**src/maze_pkg.sv**
```systemverilog
`default_nettype none

package maze_pkg;

	// grid geometry, cell address is {y, x}
	localparam int MAZE_DIM    = 16;
	localparam int COORD_W     = 4;
	localparam int CELL_ADDR_W = 8;
	localparam int DIR_W       = 2;

	// stack and path list sizing, pointer has one extra bit to see full
	localparam int STORE_DEPTH = 256;
	localparam int PTR_W       = 9;

	localparam logic [COORD_W-1:0] GOAL_X = 4'd15;
	localparam logic [COORD_W-1:0] GOAL_Y = 4'd15;

	// search order follows the encoding
	typedef enum logic [DIR_W-1:0] {
		dir_north = 2'd0,
		dir_east  = 2'd1,
		dir_south = 2'd2,
		dir_west  = 2'd3
	} dir_e;

endpackage

`default_nettype wire

```
**src/solver_pkg.sv**
```systemverilog
`default_nettype none

package solver_pkg;

	localparam int STATE_W = 5;

	typedef enum logic [STATE_W-1:0] {
		st_idle              = 5'd0,
		st_init              = 5'd1,
		st_init_search       = 5'd2,
		st_make_wall         = 5'd3,
		st_add_to_stack      = 5'd4,
		st_update_xy         = 5'd5,
		st_check_goal        = 5'd6,
		st_check_wall        = 5'd7,
		st_pop_stack         = 5'd8,
		st_change_dir        = 5'd9,
		st_check_empty_stack = 5'd10,
		st_update_list       = 5'd11,
		st_stack_read        = 5'd12,
		st_done              = 5'd13,
		st_show              = 5'd14,
		st_fail              = 5'd15
	} solver_state_e;

endpackage

`default_nettype wire

```
**src/solver_controller.sv**
```systemverilog
`timescale 1ns/100ps
`default_nettype none

module solver_controller
	import solver_pkg::*;
(
	input  wire  CLK,
	input  wire  RST,
	input  wire  start,
	input  wire  run,
	input  wire  at_goal,
	input  wire  blocked,
	input  wire  dir_wrap,
	input  wire  stack_empty,
	input  wire  read_last,
	output logic init_pos,
	output logic init_dir,
	output logic mark_cell,
	output logic stack_push,
	output logic step,
	output logic stack_pop,
	output logic dir_next,
	output logic list_push,
	output logic read_start,
	output logic read_step,
	output logic done,
	output logic fail,
	output logic path_valid
);

	solver_state_e state;
	solver_state_e state_nxt;

	always_ff @(posedge CLK or posedge RST) begin
		if (RST)
			state <= st_idle;
		else
			state <= state_nxt;
	end

	always_comb begin
		state_nxt = state;
		case (state)
			st_idle:              if (start) state_nxt = st_init;
			st_init:              state_nxt = st_init_search;
			st_init_search:       state_nxt = st_make_wall;
			st_make_wall:         state_nxt = st_add_to_stack;
			st_add_to_stack:      state_nxt = st_update_xy;
			st_update_xy:         state_nxt = st_check_goal;
			st_check_goal:        state_nxt = at_goal ? st_update_list : st_check_wall;
			// a blocked step undoes itself through the stack
			st_check_wall:        state_nxt = blocked ? st_pop_stack : st_init_search;
			st_pop_stack:         state_nxt = st_change_dir;
			st_change_dir:        state_nxt = dir_wrap ? st_check_empty_stack : st_add_to_stack;
			st_check_empty_stack: state_nxt = stack_empty ? st_fail : st_pop_stack;
			st_update_list:       state_nxt = stack_empty ? st_done : st_stack_read;
			st_stack_read:        state_nxt = st_update_list;
			st_done:              if (run) state_nxt = st_show;
			st_show:              if (read_last) state_nxt = st_done;
			st_fail:              state_nxt = st_fail;
			default:              state_nxt = st_idle;
		endcase
	end

	always_comb begin
		init_pos   = 1'b0;
		init_dir   = 1'b0;
		mark_cell  = 1'b0;
		stack_push = 1'b0;
		step       = 1'b0;
		stack_pop  = 1'b0;
		dir_next   = 1'b0;
		list_push  = 1'b0;
		read_start = 1'b0;
		read_step  = 1'b0;
		done       = 1'b0;
		fail       = 1'b0;
		path_valid = 1'b0;
		case (state)
			st_init:         init_pos = 1'b1;
			st_init_search:  init_dir = 1'b1;
			// visited cells look like walls from then on
			st_make_wall:    mark_cell = 1'b1;
			st_add_to_stack: stack_push = 1'b1;
			st_update_xy:    step = 1'b1;
			st_pop_stack:    stack_pop = 1'b1;
			st_change_dir:   dir_next = 1'b1;
			st_update_list:  list_push = 1'b1;
			st_stack_read:   stack_pop = 1'b1;
			st_done: begin
				done       = 1'b1;
				read_start = run;
			end
			st_show: begin
				read_step  = 1'b1;
				path_valid = 1'b1;
			end
			st_fail:         fail = 1'b1;
			default: ;
		endcase
	end

	// fail is terminal and done never follows it
	a_done_fail_excl: assert property (
		@(posedge CLK) disable iff (RST)
		fail |=> fail && !done
	);

	a_found_never_fails: assert property (
		@(posedge CLK) disable iff (RST)
		(done || path_valid) |=> !fail
	);

	// stack is only drained while the path list is built
	a_no_push_in_readout: assert property (
		@(posedge CLK) disable iff (RST)
		(state inside {st_update_list, st_stack_read}) |=> !stack_push
	);

endmodule

`default_nettype wire

```
**src/position_datapath.sv**
```systemverilog
`timescale 1ns/100ps
`default_nettype none

module position_datapath
	import maze_pkg::*;
(
	input  wire                     CLK,
	input  wire                     RST,
	input  wire                     init_pos,
	input  wire                     init_dir,
	input  wire                     step,
	input  wire                     stack_pop,
	input  wire                     dir_next,
	input  wire logic [COORD_W-1:0] pop_x,
	input  wire logic [COORD_W-1:0] pop_y,
	input  wire dir_e               pop_dir,
	output logic [COORD_W-1:0]      cur_x,
	output logic [COORD_W-1:0]      cur_y,
	output dir_e                    cur_dir,
	output logic                    off_grid,
	output logic                    at_goal,
	output logic                    dir_wrap
);

	always_ff @(posedge CLK or posedge RST) begin
		if (RST) begin
			cur_x    <= '0;
			cur_y    <= '0;
			off_grid <= 1'b0;
		end else if (init_pos) begin
			cur_x    <= '0;
			cur_y    <= '0;
			off_grid <= 1'b0;
		end else if (stack_pop) begin
			cur_x    <= pop_x;
			cur_y    <= pop_y;
			off_grid <= 1'b0;
		end else if (step) begin
			off_grid <= 1'b0;
			// leaving the grid keeps the position and raises the flag
			case (cur_dir)
				dir_north:
					if (cur_y == '0)
						off_grid <= 1'b1;
					else
						cur_y <= cur_y - 1'b1;
				dir_east:
					if (cur_x == COORD_W'(MAZE_DIM - 1))
						off_grid <= 1'b1;
					else
						cur_x <= cur_x + 1'b1;
				dir_south:
					if (cur_y == COORD_W'(MAZE_DIM - 1))
						off_grid <= 1'b1;
					else
						cur_y <= cur_y + 1'b1;
				dir_west:
					if (cur_x == '0)
						off_grid <= 1'b1;
					else
						cur_x <= cur_x - 1'b1;
				default: ;
			endcase
		end
	end

	always_ff @(posedge CLK or posedge RST) begin
		if (RST)
			cur_dir <= dir_north;
		else if (init_dir)
			cur_dir <= dir_north;
		else if (stack_pop)
			cur_dir <= pop_dir;
		else if (dir_next)
			cur_dir <= dir_e'(cur_dir + 1'b1);
	end

	assign at_goal  = (cur_x == GOAL_X) && (cur_y == GOAL_Y) && !off_grid;
	assign dir_wrap = (cur_dir == dir_west);

endmodule

`default_nettype wire

```
**src/maze_memory.sv**
```systemverilog
`timescale 1ns/100ps
`default_nettype none

module maze_memory
	import maze_pkg::*;
(
	input  wire                     CLK,
	input  wire                     load_we,
	input  wire logic [COORD_W-1:0] load_x,
	input  wire logic [COORD_W-1:0] load_y,
	input  wire                     load_wall,
	input  wire                     mark_cell,
	input  wire logic [COORD_W-1:0] cur_x,
	input  wire logic [COORD_W-1:0] cur_y,
	output logic                    cell_wall
);

	logic                   cells [MAZE_DIM*MAZE_DIM];
	logic [CELL_ADDR_W-1:0] load_addr;
	logic [CELL_ADDR_W-1:0] cur_addr;

	assign load_addr = {load_y, load_x};
	assign cur_addr  = {cur_y, cur_x};

	// solver marking wins over the load port
	always_ff @(posedge CLK) begin
		if (mark_cell)
			cells[cur_addr] <= 1'b1;
		else if (load_we)
			cells[load_addr] <= load_wall;
	end

	assign cell_wall = cells[cur_addr];

	a_load_only_idle: assert property (@(posedge CLK) !(load_we && mark_cell));

endmodule

`default_nettype wire

```
**src/search_stack.sv**
```systemverilog
`timescale 1ns/100ps
`default_nettype none

module search_stack
	import maze_pkg::*;
(
	input  wire                     CLK,
	input  wire                     RST,
	input  wire                     clear,
	input  wire                     push,
	input  wire                     pop,
	input  wire logic [COORD_W-1:0] push_x,
	input  wire logic [COORD_W-1:0] push_y,
	input  wire dir_e               push_dir,
	output logic [COORD_W-1:0]      top_x,
	output logic [COORD_W-1:0]      top_y,
	output dir_e                    top_dir,
	output logic                    stack_empty
);

	logic [2*COORD_W+DIR_W-1:0] entries [STORE_DEPTH];
	logic [2*COORD_W+DIR_W-1:0] top_entry;
	logic [PTR_W-1:0]           sp;
	logic [PTR_W-1:0]           top_idx;
	logic                       stack_full;

	always_ff @(posedge CLK or posedge RST) begin
		if (RST)
			sp <= '0;
		else if (clear)
			sp <= '0;
		else if (push)
			sp <= sp + 1'b1;
		else if (pop)
			sp <= sp - 1'b1;
	end

	always_ff @(posedge CLK) begin
		if (push)
			entries[sp[PTR_W-2:0]] <= {push_x, push_y, push_dir};
	end

	// top entry is visible without waiting for a clock
	assign top_idx   = sp - 1'b1;
	assign top_entry = entries[top_idx[PTR_W-2:0]];
	assign top_x     = top_entry[2*COORD_W+DIR_W-1 -: COORD_W];
	assign top_y     = top_entry[COORD_W+DIR_W-1 -: COORD_W];
	assign top_dir   = dir_e'(top_entry[DIR_W-1:0]);

	assign stack_empty = (sp == '0);
	assign stack_full  = (sp == PTR_W'(STORE_DEPTH));

	a_no_push_full: assert property (@(posedge CLK) disable iff (RST) !(push && stack_full));
	a_no_pop_empty: assert property (@(posedge CLK) disable iff (RST) !(pop && stack_empty));

endmodule

`default_nettype wire

```
**src/path_list.sv**
```systemverilog
`timescale 1ns/100ps
`default_nettype none

module path_list
	import maze_pkg::*;
(
	input  wire                     CLK,
	input  wire                     RST,
	input  wire                     clear,
	input  wire                     push,
	input  wire logic [COORD_W-1:0] push_x,
	input  wire logic [COORD_W-1:0] push_y,
	input  wire                     read_start,
	input  wire                     read_step,
	output logic [COORD_W-1:0]      path_x,
	output logic [COORD_W-1:0]      path_y,
	output logic                    read_last,
	output logic [PTR_W-1:0]        path_len
);

	logic [2*COORD_W-1:0] entries [STORE_DEPTH];
	logic [2*COORD_W-1:0] rd_entry;
	logic [PTR_W-1:0]     wr_ptr;
	logic [PTR_W-1:0]     rd_ptr;
	logic                 list_full;

	always_ff @(posedge CLK or posedge RST) begin
		if (RST)
			wr_ptr <= '0;
		else if (clear)
			wr_ptr <= '0;
		else if (push)
			wr_ptr <= wr_ptr + 1'b1;
	end

	always_ff @(posedge CLK) begin
		if (push)
			entries[wr_ptr[PTR_W-2:0]] <= {push_x, push_y};
	end

	// goal sits at the bottom, so replay walks down from the top
	always_ff @(posedge CLK or posedge RST) begin
		if (RST)
			rd_ptr <= '0;
		else if (clear)
			rd_ptr <= '0;
		else if (read_start)
			rd_ptr <= wr_ptr - 1'b1;
		else if (read_step && !read_last)
			rd_ptr <= rd_ptr - 1'b1;
	end

	assign rd_entry  = entries[rd_ptr[PTR_W-2:0]];
	assign path_x    = rd_entry[2*COORD_W-1 -: COORD_W];
	assign path_y    = rd_entry[COORD_W-1:0];
	assign read_last = (rd_ptr == '0);
	assign path_len  = wr_ptr;
	assign list_full = (wr_ptr == PTR_W'(STORE_DEPTH));

	a_no_push_full: assert property (@(posedge CLK) disable iff (RST) !(push && list_full));

endmodule

`default_nettype wire

```
**src/maze_solver.sv**
```systemverilog
`timescale 1ns/100ps
`default_nettype none

module maze_solver
	import maze_pkg::*;
(
	input  wire                     CLK,
	input  wire                     RST,
	input  wire                     start,
	input  wire                     run,
	input  wire                     load_we,
	input  wire logic [COORD_W-1:0] load_x,
	input  wire logic [COORD_W-1:0] load_y,
	input  wire                     load_wall,
	output logic                    done,
	output logic                    fail,
	output logic                    path_valid,
	output logic [COORD_W-1:0]      path_x,
	output logic [COORD_W-1:0]      path_y,
	output logic                    path_last,
	output logic [PTR_W-1:0]        path_len
);

	logic               init_pos;
	logic               init_dir;
	logic               mark_cell;
	logic               stack_push;
	logic               step;
	logic               stack_pop;
	logic               dir_next;
	logic               list_push;
	logic               read_start;
	logic               read_step;
	logic               at_goal;
	logic               blocked;
	logic               dir_wrap;
	logic               stack_empty;
	logic               read_last;
	logic               off_grid;
	logic               cell_wall;
	logic [COORD_W-1:0] cur_x;
	logic [COORD_W-1:0] cur_y;
	dir_e               cur_dir;
	logic [COORD_W-1:0] top_x;
	logic [COORD_W-1:0] top_y;
	dir_e               top_dir;

	// off-grid steps and visited cells both count as walls
	assign blocked   = off_grid | cell_wall;
	assign path_last = path_valid & read_last;

	solver_controller u_solver_controller (
		.CLK(CLK), .RST(RST), .start(start), .run(run),
		.at_goal(at_goal), .blocked(blocked), .dir_wrap(dir_wrap),
		.stack_empty(stack_empty), .read_last(read_last),
		.init_pos(init_pos), .init_dir(init_dir), .mark_cell(mark_cell),
		.stack_push(stack_push), .step(step), .stack_pop(stack_pop),
		.dir_next(dir_next), .list_push(list_push), .read_start(read_start),
		.read_step(read_step), .done(done), .fail(fail), .path_valid(path_valid)
	);

	position_datapath u_position_datapath (
		.CLK(CLK), .RST(RST), .init_pos(init_pos), .init_dir(init_dir),
		.step(step), .stack_pop(stack_pop), .dir_next(dir_next),
		.pop_x(top_x), .pop_y(top_y), .pop_dir(top_dir),
		.cur_x(cur_x), .cur_y(cur_y), .cur_dir(cur_dir),
		.off_grid(off_grid), .at_goal(at_goal), .dir_wrap(dir_wrap)
	);

	maze_memory u_maze_memory (
		.CLK(CLK), .load_we(load_we), .load_x(load_x), .load_y(load_y),
		.load_wall(load_wall), .mark_cell(mark_cell),
		.cur_x(cur_x), .cur_y(cur_y), .cell_wall(cell_wall)
	);

	search_stack u_search_stack (
		.CLK(CLK), .RST(RST), .clear(init_pos), .push(stack_push), .pop(stack_pop),
		.push_x(cur_x), .push_y(cur_y), .push_dir(cur_dir),
		.top_x(top_x), .top_y(top_y), .top_dir(top_dir), .stack_empty(stack_empty)
	);

	path_list u_path_list (
		.CLK(CLK), .RST(RST), .clear(init_pos), .push(list_push),
		.push_x(cur_x), .push_y(cur_y), .read_start(read_start), .read_step(read_step),
		.path_x(path_x), .path_y(path_y), .read_last(read_last), .path_len(path_len)
	);

endmodule

`default_nettype wire

```
**config.mk**
```make
export PLATFORM = sky130hd
export DESIGN_NAME = maze_solver
export DESIGN_NICKNAME = d
export VERILOG_FILES = /design/src/maze_pkg.sv /design/src/solver_pkg.sv /design/src/solver_controller.sv /design/src/position_datapath.sv /design/src/maze_memory.sv /design/src/search_stack.sv /design/src/path_list.sv /design/src/maze_solver.sv
export SDC_FILE = /design/constraint.sdc
export NUM_CORES = 2
export LEC_CHECK = 0
export BUFFER_PORTS_ARGS = -buffer_cell sky130_fd_sc_hd__buf_2
export CAP_MARGIN = 30
export CORE_MARGIN = 3
export CORE_UTILIZATION = 40
export CTS_CLUSTER_SIZE = 30
export DETAILED_ROUTE_END_ITERATION = 12
export GPL_TIMING_DRIVEN = 0
export SETUP_SLACK_MARGIN = 0.02
export SLEW_MARGIN = 20
export SYNTH_ARGS = -nofsm -noshare
export SYNTH_HDL_FRONTEND = slang
export SYNTH_HIERARCHICAL = 1
export SYNTH_MEMORY_MAX_BITS = 65536
export SYNTH_SLANG_ARGS = --single-unit
```
**constraint.sdc**
```tcl
create_clock -name CLK -period 18.9 [get_ports CLK]
set_clock_uncertainty 0.15 [all_clocks]
set_input_delay 0.945 -clock CLK [delete_from_list [all_inputs] [get_ports CLK]]
set_output_delay 0.945 -clock CLK [all_outputs]
set_load 0.02 [all_outputs]
```
==> summary.txt <==
Setup path
  • Worst Setup SP: u_path_list/rd_ptr[1]
  • R2r endpoint: u_position_datapath/cur_x[1]
  • R2R Path Start: u_search_stack/sp[0]
  • Reg2Reg Depth: 18
  • Max FO, Critical Path: 10
  • Startpoint types: register
  • Crit path DAT: 7.31 ns
  • CP Class: reg -> out
  • Critical path endpoint: path_y[2]
  • CP Data Required Time: 17.81 ns
  • Worst Setup End Kind: output port
  • Flop-to-flop setup slack: 10.88 ns

Floorplanning
  • I/O pin total: 35
  • DIE AREA: 493000 sq um
  • Die height: 702 microns
  • Initial Util: 40.2%
  • Die width: 702 microns
  • Std-Cell Rows: 255
  • Core box area: 483000 sq um

Detailed routing
  • Initial drt markers: 15600
  • Via count: 106000
  • Pre-antenna DRT Iters: 7
  • WL final: 624000 microns
  • Routed Antenna Nets: 0
  • Post-route DRC: 0
  • Vias per Instance: 6.10
  • WL/cell: 36.0 microns

Placement
  • Cell total after placement: 16200
  • Placement Setup Slack: 10.88 ns
  • Gpl congestion: 0.997
  • Port bufs: 34
  • HPWL after DPL: 421000 microns

STA
  • Post-route worst setup slack: 10.50 ns
  • Fin crit share: 44.5%
  • Max Slew Vio Count: 0
  • Worst Max-Slew Pin Slew: 1.18 ns
  • Crit path time final: 8.40 ns
  • Hold Vio Cnt, Final: 0
  • Slew HR: 20.9%
  • Final setup fails: 0
  • Final Hold Slack: 0.128 ns
  • Fmax: 119 MHz
  • RSZ-0062 raised after global routing: false

Synth
  • Synthesis-stage register bit count: 4906
  • Synth top area share: 75.3%
  • Most frequent cells after synthesis: 4864 x edfxtp_1, 1071 x mux4_2, 883 x nor2_1
  • Synth area leader: edfxtp_1
  • Synth Warn #: 6
  • Post-Synthesis Cells: 9524
  • Async set-reset flop share out of synthesis: 0.856%
  • Top-count cell post-synth: edfxtp_1
  • Sequential share of the synthesized area: 75.8%
  • Post-Syn Nets: 9557
  • Primary FF master, synth: edfxtp_1
  • Cell Area, Synth: 194000 sq um
  • Syn Area/Cell: 20.4 sq um
  • Post-synth EDFFs: 4864
  • Synth unique cells: 91
  • Largest cells by area after synthesis: edfxtp_1 75%, mux4_2 12%, mux2i_1 3.3%, nor2_1 1.7%, clkbuf_1 0.60%

CTS
  • Clock slew at reported path FFs: 0.06 ns
  • CTS max path bufs: 4
  • Post-CTS setup buffer count: 0
  • CTS tree: built
  • Clock sinks: 4906
  • Htree depth: 6
  • Worst skew pair latency: 1.11 ns
  • CTS buffer count: 523
  • CTS root buf: clkbuf_16

Hold path
  • Hold path start: start
  • Hold Crit Class: in -> reg

GRT
  • First-pass GRT wire length: 844000 microns
  • Global Route Usage Sum: 24.8%
  • Grt ovf: 0
  • Initial antenna violation count: 41
  • Vias in the first global route: 102000
  • Pin count of the biggest net entering global routing: 97

Layout
  • Final layout net count: 10500
  • Fillcell total: 39900
  • Layout cell share with drive strength beyond 1: 24.4%
  • Layout Cells excl Fill: 17300
  • Layout area overhead: 15.5%
  • Final core utilization: 46.4%

Pwr
  • Clk pwr share: 26.1%
  • Pint: 23.3 mW
  • Power Density: 167 nW/um^2
  • Sw power: 14.2 mW
  • Combinational fraction of design power: 38.6%
  • Peak VDD IR: 0.000162 V
  • Sequential fraction of design power: 35.3%
  • Static Leak: 70.3 nW
  • Switching Share: 37.9%

Job
  • Maxcap violations: 0

Run status
  • Status: completed
metal layers:
layer  vias to the layer above  routed length [microns]  part of all wire, %  global-route usage (%)
met5                         -                       57               0.0091                       0
met1                     56100                   227000                   36                    32.1
met3                      1440                    72200                   12                    6.89
met2                      6861                   284000                   46                    37.9
met4                        10                    40600                  6.5                    13.9
li1                      41300                        -                    -                       -
power groups by stage:
stage,clock network [mW],logic [mW],registers [mW]
finish,9.79,14.5,13.2
global route,10.4,14.7,13.2
CTS,9.95,14.1,13.2
detailed placement,0,14.1,13.4
global placement,0,12.3,15.7
floorplan,0,6.91,14.4
critical path, stage by stage (launching register included):
cell and delay (ns):
dfrtp_1 0.52, buf_2 0.47, buf_4 0.45, buf_2 0.82
buf_2 0.84, mux4_2 0.35, o22ai_1 0.14, nor4_1 0.98
nor4_1 0.20, o31ai_1 1.00, buf_2 0.34
worst min path at each step:
stage | slack [ns] | end | cells past startpoint
floorplan | 0.37 | u_position_datapath/off_grid | 2
global placement | 0.39 | u_position_datapath/off_grid | 2
finish | 0.13 | u_solver_controller/state[0] | 4
CTS | 0.05 | u_solver_controller/state[0] | 4
detailed placement | 0.40 | u_position_datapath/off_grid | 2
global route | 0.09 | u_solver_controller/state[0] | 4
layout by cell type (no fill, tap or decap), types with 21 or more instances in the layout:
cell,n
mux4_2,1071
a31oi_1,77
edfxtp_1,4864
buf_8,35
o211ai_1,97
dfrtp_1,32
clkbuf_2,64
buf_4,265
mux4_1,27
o31ai_1,26
diode_2,32
buf_16,77
clkbuf_16,528
a221oi_1,54
bufinv_16,22
clkbuf_1,371
mux2_2,91
nor3_1,38
nand3_1,96
buf_12,48
nand2b_1,28
o21ai_0,65
nand2_1,265
a221o_1,21
a21oi_1,68
clkinv_1,108
mux2i_1,635
a22oi_1,95
inv_1,27
o22ai_1,63
nor2_1,871
buf_1,38
nor2b_1,24
buf_6,61
buf_2,189
clkinv_2,62
layout make-up:
type	count	area, sq um	area share, %
inverter	29	109	0.0486
antenna	32	80.1	0.0357
buffer	590	3200	1.43
sequential	4906	147000	65.7
multi-input combinational	3999	43800	19.5
clock buffer	656	13700	6.12
clock inverter	260	2520	1.12
timing repair buffer	442	5520	2.46
tap	6425	8040	3.59
flip-flops by register name, indices dropped and copies added (netlist names):
signal	cells
u_search_stack/sp	9
u_path_list/rd_ptr	9
u_position_datapath/cur_dir	2
u_position_datapath/cur_x	4
u_position_datapath/off_grid	1
u_path_list/entries	2048
u_path_list/path_len	9
u_position_datapath/cur_y	4
u_search_stack/entries	2560
u_solver_controller/state	4
u_maze_memory/cells	256
per-stage QoR:
| step | cell area (sq um) | power (mW) | setup TNS (ns) |
|---|---|---|---|
| 5_1_grt | 224000 | 38.2 | 0 |
| 4_1_cts | 223000 | 37.2 | 0 |
| 6_report | 224000 | 37.5 | 0 |
| 2_1_floorplan | 194000 | 21.3 | 0 |
| 3_3_place_gp | 202000 | 28.0 | -4.58 |
| 3_5_place_dp | 206000 | 27.5 | 0 |
cell families after synthesis:
group                      Yosys count  synth area share [%]
AOI/OAI and AO/OA                  663                  2.41
and+or+nand+nor                   1452                  3.16
xor gates and xnor gates            36                 0.166
buffers and inverters              619                  1.66
DFF                               4906                  75.8
muxes                             1829                  16.6
adders and majority gates           19                 0.126
repair_timing:
action                                 4_1_cts  5_1_grt
gates resized for setup                      0        0
hold buffers                                 2        0
endpoints found under the hold margin       14        0
Note: power is estimated with default switching activity, not from simulation.
